**src/logic/dma_ctrl_pkg.sv**
```systemverilog
//************************************************
// Widths, register map, field positions, types
// and sequencer states of the DMA command front end
//************************************************
`default_nettype none

package dma_ctrl_pkg;

   localparam int unsigned NB_TRANSFERS    = 4;
   localparam int unsigned SID_WIDTH       = 2;
   localparam int unsigned WORD_WIDTH      = 32;
   localparam int unsigned REG_ADDR_WIDTH  = 4;
   localparam int unsigned LEN_WIDTH       = 16;
   localparam int unsigned TCDM_ADD_WIDTH  = 12;
   localparam int unsigned EXT_ADD_WIDTH   = 29;
   localparam int unsigned CMD_QUEUE_DEPTH = 2;
   localparam int unsigned QPTR_WIDTH      = (CMD_QUEUE_DEPTH > 1) ? $clog2(CMD_QUEUE_DEPTH) : 1;
   localparam int unsigned QCNT_WIDTH      = $clog2(CMD_QUEUE_DEPTH + 1);

   typedef logic [SID_WIDTH-1:0]      sid_t;
   typedef logic [NB_TRANSFERS-1:0]   sid_mask_t;       // One bit per transfer ID
   typedef logic [WORD_WIDTH-1:0]     word_t;
   typedef logic [REG_ADDR_WIDTH-1:0] reg_addr_t;
   typedef logic                      pe_id_t;
   typedef logic [LEN_WIDTH-1:0]      len_t;
   typedef logic                      opc_t;            // 0 read from ext, 1 write to ext
   typedef logic [TCDM_ADD_WIDTH-1:0] tcdm_addr_t;
   typedef logic [EXT_ADD_WIDTH-1:0]  ext_addr_t;

   // Register offsets on the target port
   localparam reg_addr_t CMD_REG_OFFSET    = 4'h0;
   localparam reg_addr_t STATUS_REG_OFFSET = 4'h4;

   localparam int unsigned OPC_BIT          = 16;     // Command word opcode
   localparam int unsigned INC_BIT          = 17;     // Command word incremental flag
   localparam int unsigned STATUS_ALLOC_LSB = 16;     // Allocated bitmap in status word

   typedef enum logic [1:0] {IDLE, WAIT_CMD, WAIT_TCDM, WAIT_EXT} seq_state_e;

endpackage

`default_nettype wire

```
**src/logic/cmd_entry_if.sv**
```systemverilog
//************************************************
// One assembled DMA command, sequencer to queue
//************************************************
`timescale 1ns/1ps
`default_nettype none

interface cmd_entry_if import dma_ctrl_pkg::*; ();

   logic       valid;
   logic       ready;       // Queue not full
   len_t       len;         // Length minus one
   opc_t       opc;
   logic       inc;
   tcdm_addr_t tcdm_add;
   ext_addr_t  ext_add;
   sid_t       sid;

   modport prod (output valid, len, opc, inc, tcdm_add, ext_add, sid,
                 input  ready);

   modport cons (input  valid, len, opc, inc, tcdm_add, ext_add, sid,
                 output ready);

endinterface

`default_nettype wire

```
**src/logic/trans_alloc_if.sv**
```systemverilog
//************************************************
// ID allocation, clear and in-flight marking link
//************************************************
`timescale 1ns/1ps
`default_nettype none

interface trans_alloc_if import dma_ctrl_pkg::*; ();

   logic      alloc_req;
   logic      alloc_gnt;    // Some ID is free
   sid_t      alloc_sid;    // Lowest free ID
   sid_mask_t alloc_bits;
   sid_mask_t busy_bits;
   logic      clr_valid;
   sid_mask_t clr_mask;
   logic      mark_valid;
   sid_t      mark_sid;

   modport seq  (output alloc_req, clr_valid, clr_mask, mark_valid, mark_sid,
                 input  alloc_gnt, alloc_sid, alloc_bits, busy_bits);
   modport regs (input  alloc_req, clr_valid, clr_mask, mark_valid, mark_sid,
                 output alloc_gnt, alloc_sid, alloc_bits, busy_bits);

endinterface

`default_nettype wire

```
**src/logic/cmd_queue.sv**
```systemverilog
//************************************************
// Command FIFO toward the transfer engine
//************************************************
`timescale 1ns/1ps
`default_nettype none

module cmd_queue import dma_ctrl_pkg::*;
(
   input  logic       clk_i,
   input  logic       rst_ni,
   cmd_entry_if.cons  in,
   output logic       cmd_valid_o,
   input  logic       cmd_ready_i,
   output len_t       cmd_len_o,
   output opc_t       cmd_opc_o,
   output logic       cmd_inc_o,
   output tcdm_addr_t cmd_tcdm_add_o,
   output ext_addr_t  cmd_ext_add_o,
   output sid_t       cmd_sid_o
);

   len_t       len_mem  [CMD_QUEUE_DEPTH];
   opc_t       opc_mem  [CMD_QUEUE_DEPTH];
   logic       inc_mem  [CMD_QUEUE_DEPTH];
   tcdm_addr_t tcdm_mem [CMD_QUEUE_DEPTH];
   ext_addr_t  ext_mem  [CMD_QUEUE_DEPTH];
   sid_t       sid_mem  [CMD_QUEUE_DEPTH];

   logic [QPTR_WIDTH-1:0] rd_ptr_q, wr_ptr_q;
   logic [QCNT_WIDTH-1:0] count_q;
   logic                  full, push, pop;

   assign full        = (count_q == QCNT_WIDTH'(CMD_QUEUE_DEPTH));
   assign in.ready    = !full;
   assign cmd_valid_o = (count_q != '0);
   assign push        = in.valid & in.ready;
   assign pop         = cmd_valid_o & cmd_ready_i;

   always_ff @(posedge clk_i or negedge rst_ni)
   begin
      if (!rst_ni)
      begin
         rd_ptr_q <= '0;
         wr_ptr_q <= '0;
         count_q  <= '0;
      end
      else
      begin
         if (push)
            wr_ptr_q <= (wr_ptr_q == QPTR_WIDTH'(CMD_QUEUE_DEPTH - 1)) ? '0 : wr_ptr_q + 1'b1;
         if (pop)
            rd_ptr_q <= (rd_ptr_q == QPTR_WIDTH'(CMD_QUEUE_DEPTH - 1)) ? '0 : rd_ptr_q + 1'b1;
         count_q <= count_q + QCNT_WIDTH'(push) - QCNT_WIDTH'(pop);
      end
   end

   always_ff @(posedge clk_i)
   begin
      if (push)
      begin
         len_mem[wr_ptr_q]  <= in.len;
         opc_mem[wr_ptr_q]  <= in.opc;
         inc_mem[wr_ptr_q]  <= in.inc;
         tcdm_mem[wr_ptr_q] <= in.tcdm_add;
         ext_mem[wr_ptr_q]  <= in.ext_add;
         sid_mem[wr_ptr_q]  <= in.sid;
      end
   end

   // Head entry
   assign cmd_len_o      = len_mem[rd_ptr_q];
   assign cmd_opc_o      = opc_mem[rd_ptr_q];
   assign cmd_inc_o      = inc_mem[rd_ptr_q];
   assign cmd_tcdm_add_o = tcdm_mem[rd_ptr_q];
   assign cmd_ext_add_o  = ext_mem[rd_ptr_q];
   assign cmd_sid_o      = sid_mem[rd_ptr_q];

   // Pointers meet only on an empty or a full queue
   assert property (@(posedge clk_i) disable iff (!rst_ni)
                    (wr_ptr_q == rd_ptr_q) == (!cmd_valid_o || full));

   assert property (@(posedge clk_i) disable iff (!rst_ni)
                    cmd_valid_o && !cmd_ready_i |=> cmd_valid_o &&
                    $stable({cmd_len_o, cmd_opc_o, cmd_inc_o,
                             cmd_tcdm_add_o, cmd_ext_add_o, cmd_sid_o}));

endmodule

`default_nettype wire

```
**src/logic/ctrl_target_fsm.sv**
```systemverilog
//************************************************
// Target port decoder and three-word command
// sequencer with registered response
//************************************************
`timescale 1ns/1ps
`default_nettype none

module ctrl_target_fsm import dma_ctrl_pkg::*;
(
   input  logic       clk_i,
   input  logic       rst_ni,
   input  logic       targ_req_i,
   input  logic       targ_we_i,
   input  reg_addr_t  targ_addr_i,
   input  word_t      targ_wdata_i,
   input  pe_id_t     targ_id_i,
   output logic       targ_gnt_o,
   output logic       targ_rvalid_o,
   output word_t      targ_rdata_o,
   output pe_id_t     targ_rid_o,
   trans_alloc_if.seq alloc,
   cmd_entry_if.prod  cmd
);

   seq_state_e state_q, state_d;
   logic       gnt, accept;
   logic       cmd_hit, status_hit;
   logic       alloc_req, clr_valid, push_req;
   logic       len_en, tcdm_en;
   word_t      rdata_d, status_word;
   logic       rvalid_q;
   word_t      rdata_q;
   pe_id_t     rid_q;
   sid_t       sid_q;
   len_t       len_q;
   opc_t       opc_q;
   logic       inc_q;
   tcdm_addr_t tcdm_q;

   assign cmd_hit    = (targ_addr_i == CMD_REG_OFFSET);
   assign status_hit = (targ_addr_i == STATUS_REG_OFFSET);
   assign accept     = targ_req_i & gnt;

   always_comb
   begin
      status_word                                   = '0;
      status_word[NB_TRANSFERS-1:0]                 = alloc.busy_bits;   // In flight
      status_word[STATUS_ALLOC_LSB +: NB_TRANSFERS] = alloc.alloc_bits;
   end

   //************************************************
   // Decode and sequencing
   //************************************************
   always_comb
   begin
      state_d   = state_q;
      gnt       = 1'b0;
      rdata_d   = '0;
      alloc_req = 1'b0;
      clr_valid = 1'b0;
      push_req  = 1'b0;
      len_en    = 1'b0;
      tcdm_en   = 1'b0;
      if (targ_req_i)
      begin
         gnt = 1'b1;
         if (status_hit)
         begin
            // Status access is served in any state but ends an open sequence
            state_d = IDLE;
            if (targ_we_i)
               clr_valid = 1'b1;
            else
               rdata_d = status_word;
         end
         else
         begin
            unique case (state_q)
               IDLE:
               begin
                  if (cmd_hit && !targ_we_i)
                  begin
                     alloc_req = 1'b1;
                     gnt       = alloc.alloc_gnt;           // Stall until an ID is free
                     rdata_d   = word_t'(alloc.alloc_sid);
                     state_d   = WAIT_CMD;
                  end
               end
               WAIT_CMD:
               begin
                  len_en  = cmd_hit & targ_we_i;
                  state_d = len_en ? WAIT_TCDM : IDLE;
               end
               WAIT_TCDM:
               begin
                  tcdm_en = cmd_hit & targ_we_i;
                  state_d = tcdm_en ? WAIT_EXT : IDLE;
               end
               WAIT_EXT:
               begin
                  state_d = IDLE;
                  if (cmd_hit && targ_we_i)
                  begin
                     push_req = 1'b1;
                     gnt      = cmd.ready;                  // Stall on full queue
                  end
               end
               default: state_d = IDLE;
            endcase
         end
      end
   end

   always_ff @(posedge clk_i or negedge rst_ni)
   begin
      if (!rst_ni)
      begin
         state_q  <= IDLE;
         rvalid_q <= 1'b0;
      end
      else
      begin
         rvalid_q <= accept;                                // One response per grant
         if (accept)
            state_q <= state_d;
      end
   end

   always_ff @(posedge clk_i)
   begin
      if (accept)
      begin
         rdata_q <= rdata_d;
         rid_q   <= targ_id_i;
      end
      if (alloc_req && alloc.alloc_gnt)
         sid_q <= alloc.alloc_sid;
      if (len_en)
      begin
         len_q <= targ_wdata_i[LEN_WIDTH-1:0] - len_t'(1);
         opc_q <= targ_wdata_i[OPC_BIT];
         inc_q <= targ_wdata_i[INC_BIT];
      end
      if (tcdm_en)
         tcdm_q <= targ_wdata_i[TCDM_ADD_WIDTH-1:0];
   end

   assign targ_gnt_o    = gnt;
   assign targ_rvalid_o = rvalid_q;
   assign targ_rdata_o  = rdata_q;
   assign targ_rid_o    = rid_q;

   assign alloc.alloc_req  = alloc_req;
   assign alloc.clr_valid  = clr_valid;
   assign alloc.clr_mask   = targ_wdata_i[NB_TRANSFERS-1:0];
   assign alloc.mark_valid = push_req & cmd.ready;
   assign alloc.mark_sid   = sid_q;

   assign cmd.valid    = push_req;
   assign cmd.len      = len_q;
   assign cmd.opc      = opc_q;
   assign cmd.inc      = inc_q;
   assign cmd.tcdm_add = tcdm_q;
   assign cmd.ext_add  = targ_wdata_i[EXT_ADD_WIDTH-1:0];   // Last word goes straight through
   assign cmd.sid      = sid_q;

   // A handed out ID must be free in the status registers
   assert property (@(posedge clk_i) disable iff (!rst_ni)
                    alloc_req && alloc.alloc_gnt |-> !alloc.alloc_bits[alloc.alloc_sid]);

endmodule

`default_nettype wire

```
**src/logic/dma_ctrl_top.sv**
```systemverilog
//************************************************
// DMA command front end top level
//************************************************
`timescale 1ns/1ps
`default_nettype none

module dma_ctrl_top import dma_ctrl_pkg::*;
(
   input  logic       clk_i,
   input  logic       rst_ni,
   // Target port
   input  logic       targ_req_i,
   input  logic       targ_we_i,
   input  reg_addr_t  targ_addr_i,
   input  word_t      targ_wdata_i,
   input  pe_id_t     targ_id_i,
   output logic       targ_gnt_o,
   output logic       targ_rvalid_o,
   output word_t      targ_rdata_o,
   output pe_id_t     targ_rid_o,
   // Command port
   output logic       cmd_valid_o,
   input  logic       cmd_ready_i,
   output len_t       cmd_len_o,
   output opc_t       cmd_opc_o,
   output logic       cmd_inc_o,
   output tcdm_addr_t cmd_tcdm_add_o,
   output ext_addr_t  cmd_ext_add_o,
   output sid_t       cmd_sid_o,
   // Completion from transfer engine
   input  logic       done_valid_i,
   input  sid_t       done_sid_i,
   output logic       busy_o
);

   trans_alloc_if i_alloc_if ();
   cmd_entry_if   i_cmd_if ();

   ctrl_target_fsm i_ctrl_target_fsm (
      .clk_i         (clk_i),
      .rst_ni        (rst_ni),
      .targ_req_i    (targ_req_i),
      .targ_we_i     (targ_we_i),
      .targ_addr_i   (targ_addr_i),
      .targ_wdata_i  (targ_wdata_i),
      .targ_id_i     (targ_id_i),
      .targ_gnt_o    (targ_gnt_o),
      .targ_rvalid_o (targ_rvalid_o),
      .targ_rdata_o  (targ_rdata_o),
      .targ_rid_o    (targ_rid_o),
      .alloc         (i_alloc_if.seq),
      .cmd           (i_cmd_if.prod)
   );

   trans_status_regs i_trans_status_regs (
      .clk_i        (clk_i),
      .rst_ni       (rst_ni),
      .alloc        (i_alloc_if.regs),
      .done_valid_i (done_valid_i),
      .done_sid_i   (done_sid_i),
      .busy_o       (busy_o)
   );

   cmd_queue i_cmd_queue (
      .clk_i          (clk_i),
      .rst_ni         (rst_ni),
      .in             (i_cmd_if.cons),
      .cmd_valid_o    (cmd_valid_o),
      .cmd_ready_i    (cmd_ready_i),
      .cmd_len_o      (cmd_len_o),
      .cmd_opc_o      (cmd_opc_o),
      .cmd_inc_o      (cmd_inc_o),
      .cmd_tcdm_add_o (cmd_tcdm_add_o),
      .cmd_ext_add_o  (cmd_ext_add_o),
      .cmd_sid_o      (cmd_sid_o)
   );

endmodule

`default_nettype wire

```
**src/logic/trans_status_regs.sv**
```systemverilog
//************************************************
// ID allocator with allocated and in-flight
// status bitmaps
//************************************************
`timescale 1ns/1ps
`default_nettype none

module trans_status_regs import dma_ctrl_pkg::*;
(
   input  logic        clk_i,
   input  logic        rst_ni,
   trans_alloc_if.regs alloc,
   input  logic        done_valid_i,
   input  sid_t        done_sid_i,
   output logic        busy_o
);

   sid_mask_t alloc_q, alloc_d;
   sid_mask_t busy_q, busy_d;
   sid_t      free_sid;
   logic      any_free;

   // Lowest free ID wins
   always_comb
   begin
      free_sid = '0;
      any_free = 1'b0;
      for (int i = NB_TRANSFERS - 1; i >= 0; i--)
      begin
         if (!alloc_q[i])
         begin
            free_sid = sid_t'(i);
            any_free = 1'b1;
         end
      end
   end

   always_comb
   begin
      alloc_d = alloc_q;
      if (alloc.clr_valid)
         alloc_d = alloc_d & ~alloc.clr_mask;
      if (alloc.alloc_req && any_free)
         alloc_d[free_sid] = 1'b1;
   end

   always_comb
   begin
      busy_d = busy_q;
      if (done_valid_i)
         busy_d[done_sid_i] = 1'b0;                         // Engine finished
      if (alloc.mark_valid)
         busy_d[alloc.mark_sid] = 1'b1;                     // Command enqueued
   end

   always_ff @(posedge clk_i or negedge rst_ni)
   begin
      if (!rst_ni)
      begin
         alloc_q <= '0;
         busy_q  <= '0;
      end
      else
      begin
         alloc_q <= alloc_d;
         busy_q  <= busy_d;
      end
   end

   assign alloc.alloc_gnt  = any_free;
   assign alloc.alloc_sid  = free_sid;
   assign alloc.alloc_bits = alloc_q;
   assign alloc.busy_bits  = busy_q;
   assign busy_o           = |busy_q;

   // Completions only come for transfers that were enqueued
   assert property (@(posedge clk_i) disable iff (!rst_ni)
                    done_valid_i |-> busy_q[done_sid_i]);

endmodule

`default_nettype wire

```
**config.mk**
```make
export PLATFORM = sky130hd
export DESIGN_NAME = dma_ctrl_top
export DESIGN_NICKNAME = d
export VERILOG_FILES = /design/src/logic/dma_ctrl_pkg.sv /design/src/logic/cmd_entry_if.sv /design/src/logic/trans_alloc_if.sv /design/src/logic/cmd_queue.sv /design/src/logic/ctrl_target_fsm.sv /design/src/logic/dma_ctrl_top.sv /design/src/logic/trans_status_regs.sv
export SDC_FILE = /design/constraint.sdc
export NUM_CORES = 1
export LEC_CHECK = 0
export CAP_MARGIN = 20
export CORE_ASPECT_RATIO = 0.7
export CORE_MARGIN = 5
export CORE_UTILIZATION = 55
export DETAILED_ROUTE_END_ITERATION = 16
export DONT_BUFFER_PORTS = 1
export GPL_ROUTABILITY_DRIVEN = 0
export PLACE_DENSITY = 0.7
export SLEW_MARGIN = 20
export SYNTH_ARGS = -nofsm -noshare
export SYNTH_HDL_FRONTEND = slang
export SYNTH_SLANG_ARGS = --single-unit
export TNS_END_PERCENT = 10
```
**constraint.sdc**
```tcl
create_clock -name clk_i -period 4.9 [get_ports clk_i]
set_input_delay 0.98 -clock clk_i [delete_from_list [all_inputs] [get_ports clk_i]]
set_output_delay 0.98 -clock clk_i [all_outputs]
set_load 0.05 [all_outputs]
```
---- Word level (Yosys, flattened, before mapping) ----
Memory sizes are Yosys's and may differ from the RTL's.
Cells that the tools add are included.
word-level totals
  bits in writable memories ............... 122
  output and inout bits ................... 98
  logic and storage cells ................. 113
  register bits after elaboration ......... 80
  memories ................................ 6
memories
  name                  depth  bits a word  read ports  clocked after memory_dff  wr ports  line             text
  i_cmd_queue.ext_mem   2      29           1           0                         1         cmd_queue.sv:26  ext_addr_t ext_mem [CMD_QUEUE_DEPTH];
  i_cmd_queue.len_mem   2      16           1           0                         1         cmd_queue.sv:22  len_t len_mem [CMD_QUEUE_DEPTH];
  i_cmd_queue.tcdm_mem  2      12           1           0                         1         cmd_queue.sv:25  tcdm_addr_t tcdm_mem [CMD_QUEUE_DEPTH];
  i_cmd_queue.sid_mem   2      2            1           0                         1         cmd_queue.sv:27  sid_t sid_mem [CMD_QUEUE_DEPTH];
  i_cmd_queue.inc_mem   2      1            1           0                         1         cmd_queue.sv:24  logic inc_mem [CMD_QUEUE_DEPTH];
  i_cmd_queue.opc_mem   2      1            1           0                         1         cmd_queue.sv:23  opc_t opc_mem [CMD_QUEUE_DEPTH];
operators by class
  equal/unequal tests ..................... 6
  muxes and demuxes ....................... 53
  $lt $le $gt $ge ......................... 6
  reduce and logical (&&, ||, !) cells .... 13
  add/sub/neg operators ................... 5
  bitwise logic cells ..................... 10
operators by type and width
  operator                 count
  $mux W32                 2
  $mux W1                  32
  $mux W20                 1
  $mux W2                  9
  $mux W4                  4
  $sub A16 B1 Y16 const B  1
  $lt A2 B3 Y1 const B     3
  $and A4 B4 Y4            2
  $not A4 Y4               2
  $or A4 B4 Y4             2
  $pmux W2 S4              1
  $demux W1 S2             3
  $eq A2 B2 Y1 const B     3
  $ge A2 B1 Y1 const B     3
  $logic_and A1 B1 Y1      6
  $and A1 B1 Y1            4
  $eq A4 B3 Y1 const B     1
  $logic_not A4 Y1         1
  $reduce_or A4 Y1         1
  $ne A3 B1 Y1 const B     1
  $reduce_and A3 Y1        1
  $add A1 B1 Y1 const B    2
  $add A2 B1 Y2            1
  $eq A2 B1 Y1 const B     1
  other kinds (5)          6

---- Logic depth before layout (Yosys ltp) ----
Gate-level depths: netlist of run 1.
  word-level depth ........................ 10
  depth in mapped cells ................... 8
  depth with buffers taken out ............ 7

---- By module ----
A second synthesis of run 1 with hierarchy kept.
unflattened totals
  cells, all modules ...................... 433
  area total of the unflattened synthesis .. 7302.0 µm²
by module, submodules not included
  module             area an instance (µm²)  cells each  times used
  cmd_queue          4618.2                  212         1
  ctrl_target_fsm    2316.0                  187         1
  trans_status_regs  367.9                   34          1

---- Least setup slack after synthesis of run 1 ----
Ideal clock, no wire load.
  path kind ............................... input-to-reg
  start ................................... in targ_addr_i[3]
  end ..................................... mem i_cmd_queue.ext_mem[0][0] (netlist bit) (enable)
  setup time .............................. 480 ps
  setup slack ............................. 12 ps
  stages on the path ...................... 4
  path buffers ............................ 0
  arrival time ............................ 4408 ps
  path through ............................ or4_4 -> nor2_1 -> nand3_1 -> nor2_1
on the way
  cells in the longest elaborated chain, start to end .. 9
  elaborated cells between the ends (all ways) .. 10
RTL lines
  element                            line                    text
  start, declared                    dma_ctrl_top.sv:14      input reg_addr_t targ_addr_i,
  $logic_not A4 Y1                   ctrl_target_fsm.sv:40   assign cmd_hit = (targ_addr_i == CMD_REG_OFFSET);
  $logic_and A1 B1 Y1                ctrl_target_fsm.sv:102  if (cmd_hit && targ_we_i)
  $mux W1                            ctrl_target_fsm.sv:102
  $mux W1                            ctrl_target_fsm.sv:78   unique case (state_q)
  $mux W1 (*)                        ctrl_target_fsm.sv:67   if (status_hit)
  $mux W1 (*)                        ctrl_target_fsm.sv:64   if (targ_req_i)
  $and A1 B1 Y1 (*)                  cmd_queue.sv:36         assign push = in.valid & in.ready;
  $mux W1 (*)                        cmd_queue.sv:59         if (push)
  $mux W1 (implied by the code) (*)  cmd_queue.sv:65         ext_mem[wr_ptr_q] <= in.ext_add;
  end, declared                      cmd_queue.sv:26
Every way passes the cells marked *; elsewhere a longest branch is shown, timed or not.

---- Worst setup path after layout of run 1 ----
  start ................................... in targ_addr_i[3]
  end ..................................... out targ_gnt_o
on the way
  cells in the longest elaborated chain, start to end .. 6
  elaborated cells between the ends (all ways) .. 9
RTL lines
  element                                 line                                           text
  $logic_not A4 Y1                        ctrl_target_fsm.sv:40
  $logic_and A1 B1 Y1 (on tied branches)  ctrl_target_fsm.sv:102, ctrl_target_fsm.sv:81
  $mux W1 (on tied branches)              ctrl_target_fsm.sv:102, ctrl_target_fsm.sv:81
  $pmux W1 S2                             ctrl_target_fsm.sv:78
  $mux W1 (*)                             ctrl_target_fsm.sv:67
  $mux W1 (*)                             ctrl_target_fsm.sv:64
  end, declared                           dma_ctrl_top.sv:17                             output logic targ_gnt_o,
Marks and branches as above.

==> results by group, run 1 <==
Critical path
  – CP max FO: 4
  – Startpoint types: input port
  – CP bufs+invs: 0
  – Crit path DAT: 2.44 ns
  – Worst EP required: between 3 and 4 ns
  – Crit end category: primary output
  – Worst path slowest cell: a31oi_2
  – Crit path cell chain: nor4b_1, a211oi_1, a31oi_2
  – Crit path largest cell delay: approximately 0.65 ns
  – Setup CP Type: in2out
  – CP delay by family, top: compound AO/OA/AOI/OAI gates

Cells and area
  – Post-Layout Inst Area: approximately 0.0078 mm²
  – Ant diodes: 0
  – Most common cell after layout, fill and taps aside: edfxtp_1
  – Layout Area Growth over Synthesis: 10.5%
  – Nets: approximately 460
  – Filler instances: between 800 and 900
  – Flip-flop and latch area: about 0.0053 mm²
  – Multi-input gate area: approximately 0.0016 mm²
  – Commonest non-fill, non-tap cells in the layout: 163 x edfxtp_1, 61 x mux2_2, 24 x conb_1
  – Share of cells above drive strength 1: 0.242

Timing
  – Slew @ Worst Pin: ~0.96 ns
  – Fmax: 0.292 GHz
  – Final Cycle Share: 0.698
  – Fin crit period: 3.42 ns
  – Setup_tns: 0 ns
  – Slew HR: 0.360
  – Count of final setup violators: 0
  – Final hold vios: 0
  – Unrepaired setup endpoints after global routing: false
  – Fin worst setup slack: between 1 and 1.5 ns
  – Fin. max-slew vios: 0
  – Worst Skew: 0.00671 ns

Detailed routing
  – DRT iter0 DRCs: between 150 and 200
  – ANT nets after route: 0
  – Vias per std cell: about 5.5
  – Drt pass-1 iters: 5
  – DRC Markers: 0
  – Total number of vias: between 3k and 4k
  – Final WL: around 12 mm
  – Drt wl/cell: between 20 and 25 µm

Floorplan
  – Chip width: ~150 µm
  – Core Rows: 34
  – I/O pin count: approximately 140
  – Core ar.: approximately 0.012 mm²
  – Die area: 0.0152 mm²
  – Initial cell density of the core: 0.564
  – Die Y: 105 µm

Global routing
  – Vias in the first global route: approximately 3.3k
  – First-pass GRT wire length: roughly 19 mm
  – Initial antenna violation count: 0
  – Met3 Use GR: 0.0727
  – Met2 usage: 0.240
  – Largest net degree at the start of global routing: 41
  – Total grt overflow: 0
  – Most Used Layer, Global Route: met2
  – GRT Total Usage: 0.159
  – Met1 Use GR: 0.207

Synth
  – Synth Cell Area: 0.00702 mm²
  – #FFs+latches synth: 178
  – Synth cell types: between 40 and 50
  – XOR/XNOR Fraction of Synth Area: 0.0212
  – Ys flop type: edfxtp_1
  – Multiplexer share of the synthesized area: 0.101
  – Main combinational cell family by area after synthesis: multiplexers
  – Synth Area in Compound Gates: 0.0322
  – Post-Synth Adder-Cell Area: 0.0125
  – Seq/Total Area, Yosys: 0.750
  – EDFF count, synth: roughly 160
  – Synthesized area per cell: approximately 18 µm²
  – Synth Instances: ~400
  – Synth Area in Simple Gates: 0.0463
  – Synth Warn #: 0
  – FFs w/ async S/R, synth: 0.0843

Clock tree
  – Root Driver: clkbuf_16
  – H-tree depth: 4
  – CTS Sinks: 178
  – Skew-Pair Late Insertion Delay: around 0.41 ns
  – Clock-pin transition on the worst setup and hold timing paths: around 0.070 ns
  – Number of buffers created by CTS: 17
  – Post-CTS Resized: 0
  – Cts hold-fix bufs: 0
  – CTS tree: done
  – CTS Buffer Depth: 2
  – Setup bufs post-CTS: 0

Placement
  – PortBufs: 0
  – Placement Setup Slack: 1.30 ns
  – Placed cell area: between 0.007 and 0.008 mm²
  – Hpwl dp: 7.80 mm

Run
  – Max Cap Viol: 0

Pwr
  – VDD IR max: 0.000423 V
  – Pwr dens: between 500 and 600 mW/mm²
  – Leak: about 2.7 nW

Status
  – Outcome: complete, no violations

Worst hold path
  – Hold Path Class: in2async
-- power breakdown --
part | leakage, nW | switching (mW) | total [mW] | internal, mW
Sequential | 1.67 | 0.164 | 1.87 | 1.70
Clock | 0.286 | 0.536 | 1.33 | 0.798
Combinational | 0.714 | 0.722 | 0.982 | 0.260
Total | 2.67 | 1.42 | 4.18 | 2.76
-- cells by family (layout without fill, tap and decap cells) --
kind of cell               count (synthesis)  count (layout)
DFF                                      178             178
and+or+nand+nor                           57              57
xor gates and xnor gates                  17              17
buffers and inverters                     43              46
adders and majority gates                  7               7
AOI/OAI and AO/OA                         29              29
other                                      1              24
muxes                                     63              63
-- worst register-to-register path: cells and delay by family, from the launching register on --
family        cells  cell delay [ns]
flops             1             0.37
fa+ha+maj         1             0.22
buf+inv           2             0.64
simple gates      2             0.85
-- routing by layer --
| metal | vias to the layer above | part of all wire | routed length (µm) |
|---|---|---|---|
| li1 | 1485 | - | - |
| met1 | 1602 | 0.43 | 5080 |
| met2 | 104 | 0.47 | 5500 |
| met3 | 12 | 0.086 | 1010 |
| met4 | 0 | 0.011 | 130 |
| met5 | - | 0 | 0 |
-- state kept, by name (all words and copies together) (netlist names) --
signal                                cells
i_ctrl_target_fsm.state_q                 2
i_ctrl_target_fsm.cmd.len                16
i_ctrl_target_fsm.targ_rdata_o            8
i_cmd_queue.inc_mem                       2
i_ctrl_target_fsm.cmd.inc                 1
i_cmd_queue.ext_mem                      58
i_cmd_queue.sid_mem                       4
i_ctrl_target_fsm.targ_rvalid_o           1
i_ctrl_target_fsm.cmd.opc                 1
i_cmd_queue.rd_ptr_q                      1
i_ctrl_target_fsm.targ_rid_o              1
i_ctrl_target_fsm.cmd.tcdm_add           12
i_cmd_queue.opc_mem                       2
i_cmd_queue.wr_ptr_q                      1
i_ctrl_target_fsm.alloc.mark_sid          2
i_cmd_queue.count_q                       2
i_cmd_queue.tcdm_mem                     24
i_trans_status_regs.alloc.busy_bits       4
i_cmd_queue.len_mem                      32
i_trans_status_regs.alloc.alloc_bits      4
-- cells in the mapped netlist, drive strengths merged (3+ instances only) --
library cell,count,area [µm²]
mux2,61,687
nand2b,3,18.8
inv,11,41.3
and2,12,75.1
a31oi,7,43.8
xor2,10,87.6
clkbuf,3,11.3
buf,29,203
o21ai,7,35.0
nor2,10,37.5
nand3,4,20.0
edfxtp,163,4890
dfrtp,15,375
nor3,7,35.0
xnor2,7,61.3
nand2,9,33.8
ha,7,87.6
-- final cells by class --
cell class	instances	share of cell area
Inverter	11	0.00532
Tap cell	162	0.0261
Multi-Input combinational cell	197	0.206
Clock inverter	14	0.0210
Timing Repair Buffer	4	0.00710
Clock buffer	17	0.0548
Sequential cell	178	0.679
-- per-stage QoR --
step / instances / total power, mW / util / hold WS (ns)
2_1_floorplan: 418 / 2.80 / - / 0.421
3_3_place_gp: 552 / 2.88 / 0.575 / 0.422
3_5_place_dp: 552 / 2.89 / 0.575 / 0.432
4_1_cts: 583 / 4.23 / 0.622 / 0.239
5_1_grt: 583 / 4.34 / 0.622 / 0.231
6_report: 583 / 4.18 / 0.622 / 0.261
-- worst paths after layout --
kind | startpoint | end | slack [ns] | cells past startpoint
min in group clk_i | i_ctrl_target_fsm.cmd.len[9]$_DFFE_PP_ | i_cmd_queue.len_mem[0][9]$_DFFE_PP_ | 0.44 | 0
hold / removal | rst_ni | i_trans_status_regs.alloc.alloc_bits[0]$_DFF_PN0_ | 0.26 | 0
hold reg to reg | i_ctrl_target_fsm.cmd.len[9]$_DFFE_PP_ | i_cmd_queue.len_mem[0][9]$_DFFE_PP_ | 0.44 | 0
max in group asynchronous | rst_ni | i_cmd_queue.rd_ptr_q$_DFFE_PN0P_ | 4.56 | 0
setup reg to reg | i_ctrl_target_fsm.state_q[0]$_DFFE_PN0P_ | i_cmd_queue.tcdm_mem[1][10]$_DFFE_PP_ | 2.49 | 5
setup / recovery | targ_addr_i[3] | targ_gnt_o | 1.48 | 3
Power figures use the tool's default switching activity.
==> inputs of run 2 (changes only) <==
- clock period: 4.9 -> 3.4 ns (I/O delays scaled with it)
==> run 2 against run 1 <==
Routed wire length decreased by 0.47%. Final cell count rose by 0.69%. Worst hold slack improved by 0.10 ns. First-iteration DRC count grew 11%. Critical endpoint unchanged. Sequential cell count stayed put. Clock power rose by 36%. Global-route usage shrank 0.30 points. Sequential power increased by 42%. Worst setup slack worse by 0.82 ns. Total power up 42%.
==> results by group, run 2 (synthesis results as in run 1) <==
Status
  – Outcome: complete, no violations

Floorplan
  – Initial cell density of the core: 0.564
  – I/O pin count: approximately 140
  – Die Y: between 100 and 150 µm
  – Chip width: 145 µm
  – Core ar.: about 0.012 mm²
  – Core Rows: 34
  – Die area: about 0.015 mm²

Detailed routing
  – Total number of vias: approximately 3.2k
  – ANT nets after route: 0
  – DRT iter0 DRCs: 170
  – DRC Markers: 0
  – Drt wl/cell: between 15 and 20 µm
  – Final WL: roughly 12 mm
  – Drt pass-1 iters: 4
  – Vias per std cell: 5.46

Clock tree
  – Number of buffers created by CTS: 17
  – Setup bufs post-CTS: 0
  – Clock-pin transition on the worst setup and hold timing paths: ~0.070 ns
  – H-tree depth: 4
  – Skew-Pair Late Insertion Delay: 0.41 ns
  – CTS Sinks: about 180
  – Root Driver: clkbuf_16
  – CTS Buffer Depth: 2
  – CTS tree: done

Global routing
  – First-pass GRT wire length: 18.2 mm
  – Total grt overflow: 0
  – GRT Total Usage: 0.156
  – Initial antenna violation count: 0
  – Largest net degree at the start of global routing: between 60 and 70
  – Vias in the first global route: 3245

Cells and area
  – Fin cells: between 500 and 600
  – Ant diodes: 0
  – Nets: between 400 and 500
  – Share of cells above drive strength 1: 0.247
  – Biggest register: i_cmd_queue.ext_mem
  – Layout Area Growth over Synthesis: 10.6%
  – Commonest non-fill, non-tap cells in the layout: 163 x edfxtp_1, 61 x mux2_2, 24 x conb_1
  – Biggest regs: i_cmd_queue.ext_mem x58, i_cmd_queue.len_mem x32, i_cmd_queue.tcdm_mem x24
  – Most common cell after layout, fill and taps aside: edfxtp_1
  – Max reg flops: 58
  – Core Util, Final: 0.623

Worst hold path
  – Hold Startpoint: targ_wdata_i[2]
  – Hold Path Class: in2reg
  – Hold path cells: 0
  – WHS Endpoint: i_ctrl_target_fsm.cmd.tcdm_add[2]$_DFFE_PP_

Timing
  – Final hold vios: 0
  – Final Cycle Share: 0.805
  – Worst Skew: 0.0124 ns
  – Slew @ Worst Pin: ~0.76 ns
  – WHS: approximately 0.36 ns
  – Setup_tns: 0 ns
  – Fin. max-slew vios: 0
  – Unrepaired setup endpoints after global routing: false
  – Fmax: roughly 0.37 GHz
  – Fin crit period: around 2.7 ns
  – Count of final setup violators: 0
  – Slew HR: 0.486

Pwr
  – Pwr dens: approximately 760 mW/mm²
  – Sequential share of power: 0.447
  – Internal power: 3.86 mW
  – VDD IR max: between 0.0004 and 0.0005 V
  – Comb pwr share: 0.249
  – Leak: around 2.7 nW
  – Clock share of power: 0.304
  – Switching Share: 0.349
  – Psw: between 2 and 2.5 mW

Critical path
  – CP max FO: 11
  – Crit path DAT: 2.06 ns
  – Reg2Reg Launch Point: i_cmd_queue.count_q[1]$_DFF_PN0_
  – Startpoint types: input port
  – RR Endpoint: i_cmd_queue.count_q[1]$_DFF_PN0_
  – Setup CP Type: in2out
  – Worst R2R Setup Slack: 1.41 ns
  – Reg2reg path depth: 7
  – Crit end category: primary output
  – Worst EP required: 2.72 ns

Placement
  – PortBufs: 0
  – Hpwl dp: just under 8 mm
  – Dpl cells: 554

Run
  – Max Cap Viol: 0
==> run 2: changes by cell type in the layout (fill, tap and decap cells not counted) <==
| cell | before | now |
|---|---|---|
| inv_8 | 0 | 1 |
| buf_4 | 2 | 3 |
| clkinv_1 | 3 | 1 |
| dlygate4sd3_1 | 0 | 1 |
| buf_12 | 2 | 3 |
| clkinvlp_4 | 1 | 4 |
| bufinv_16 | 3 | 1 |
| clkbuf_1 | 0 | 2 |
| clkinv_2 | 2 | 0 |
| clkinv_4 | 2 | 3 |
==> run 2: metrics by stage <==
stage	worst slack [ns]	power (mW)	cell area, µm²
2_1_floorplan	-0.0847	4.03	7120
3_3_place_gp	0.710	4.17	7200
3_5_place_dp	0.680	4.19	7200
4_1_cts	0.677	6.00	7770
5_1_grt	0.501	6.16	7770
6_report	0.662	5.94	7770
==> run 2: timing repair <==
action / in CTS / in global routing
hold endpoints to repair: 15 / 0
gates resized for setup: 0 / 0
hold buffers: 1 / 0
==> run 2: cell type report <==
type	instances	area [µm²]
sequential	178	5270
multi-input combinational	197	1600
fill	902	4700
timing repair buffer	7	92.6
clock buffer	19	433
tap	162	203
clock inverter	13	128
inverter	11	41.3
==> run 2: power groups by stage <==
stage                     Clock, mW  Combinational, mW  Sequential, mW
final                          1.81               1.48            2.65
after global routing           1.94               1.55            2.66
after CTS                      1.85               1.50            2.66
after detailed placement          0               1.49            2.70
after global placement            0               1.47            2.70
after floorplan                   0               1.40            2.63
==> run 2: critical path: stages <==
cell and delay (ns):
nor4b_1 0.67, a211oi_1 0.19, a31oi_2 0.21, buf_4 0.31
==> run 2: worst max path at each step <==
stage                                           startpoint                 to  slack, ns  cells after the start
after global routing                        targ_addr_i[3]         targ_gnt_o       0.50                      4
final                                       targ_addr_i[3]         targ_gnt_o       0.66                      4
after floorplan                             targ_addr_i[3]         targ_gnt_o      -0.08                      3
after detailed placement                    targ_addr_i[3]         targ_gnt_o       0.68                      4
after global placement                      targ_addr_i[3]         targ_gnt_o       0.71                      4
after CTS                 i_cmd_queue.rd_ptr_q$_DFFE_PN0P_  cmd_tcdm_add_o[1]       0.68                      2
==> run 2: per-layer routing <==
metal	global-route usage	vias to the layer above	routed length, µm
li1	-	1502	-
met1	0.210	1589	5040
met2	0.230	106	5330
met3	0.0705	9	1160
met4	0.0479	0	121
met5	0	-	0
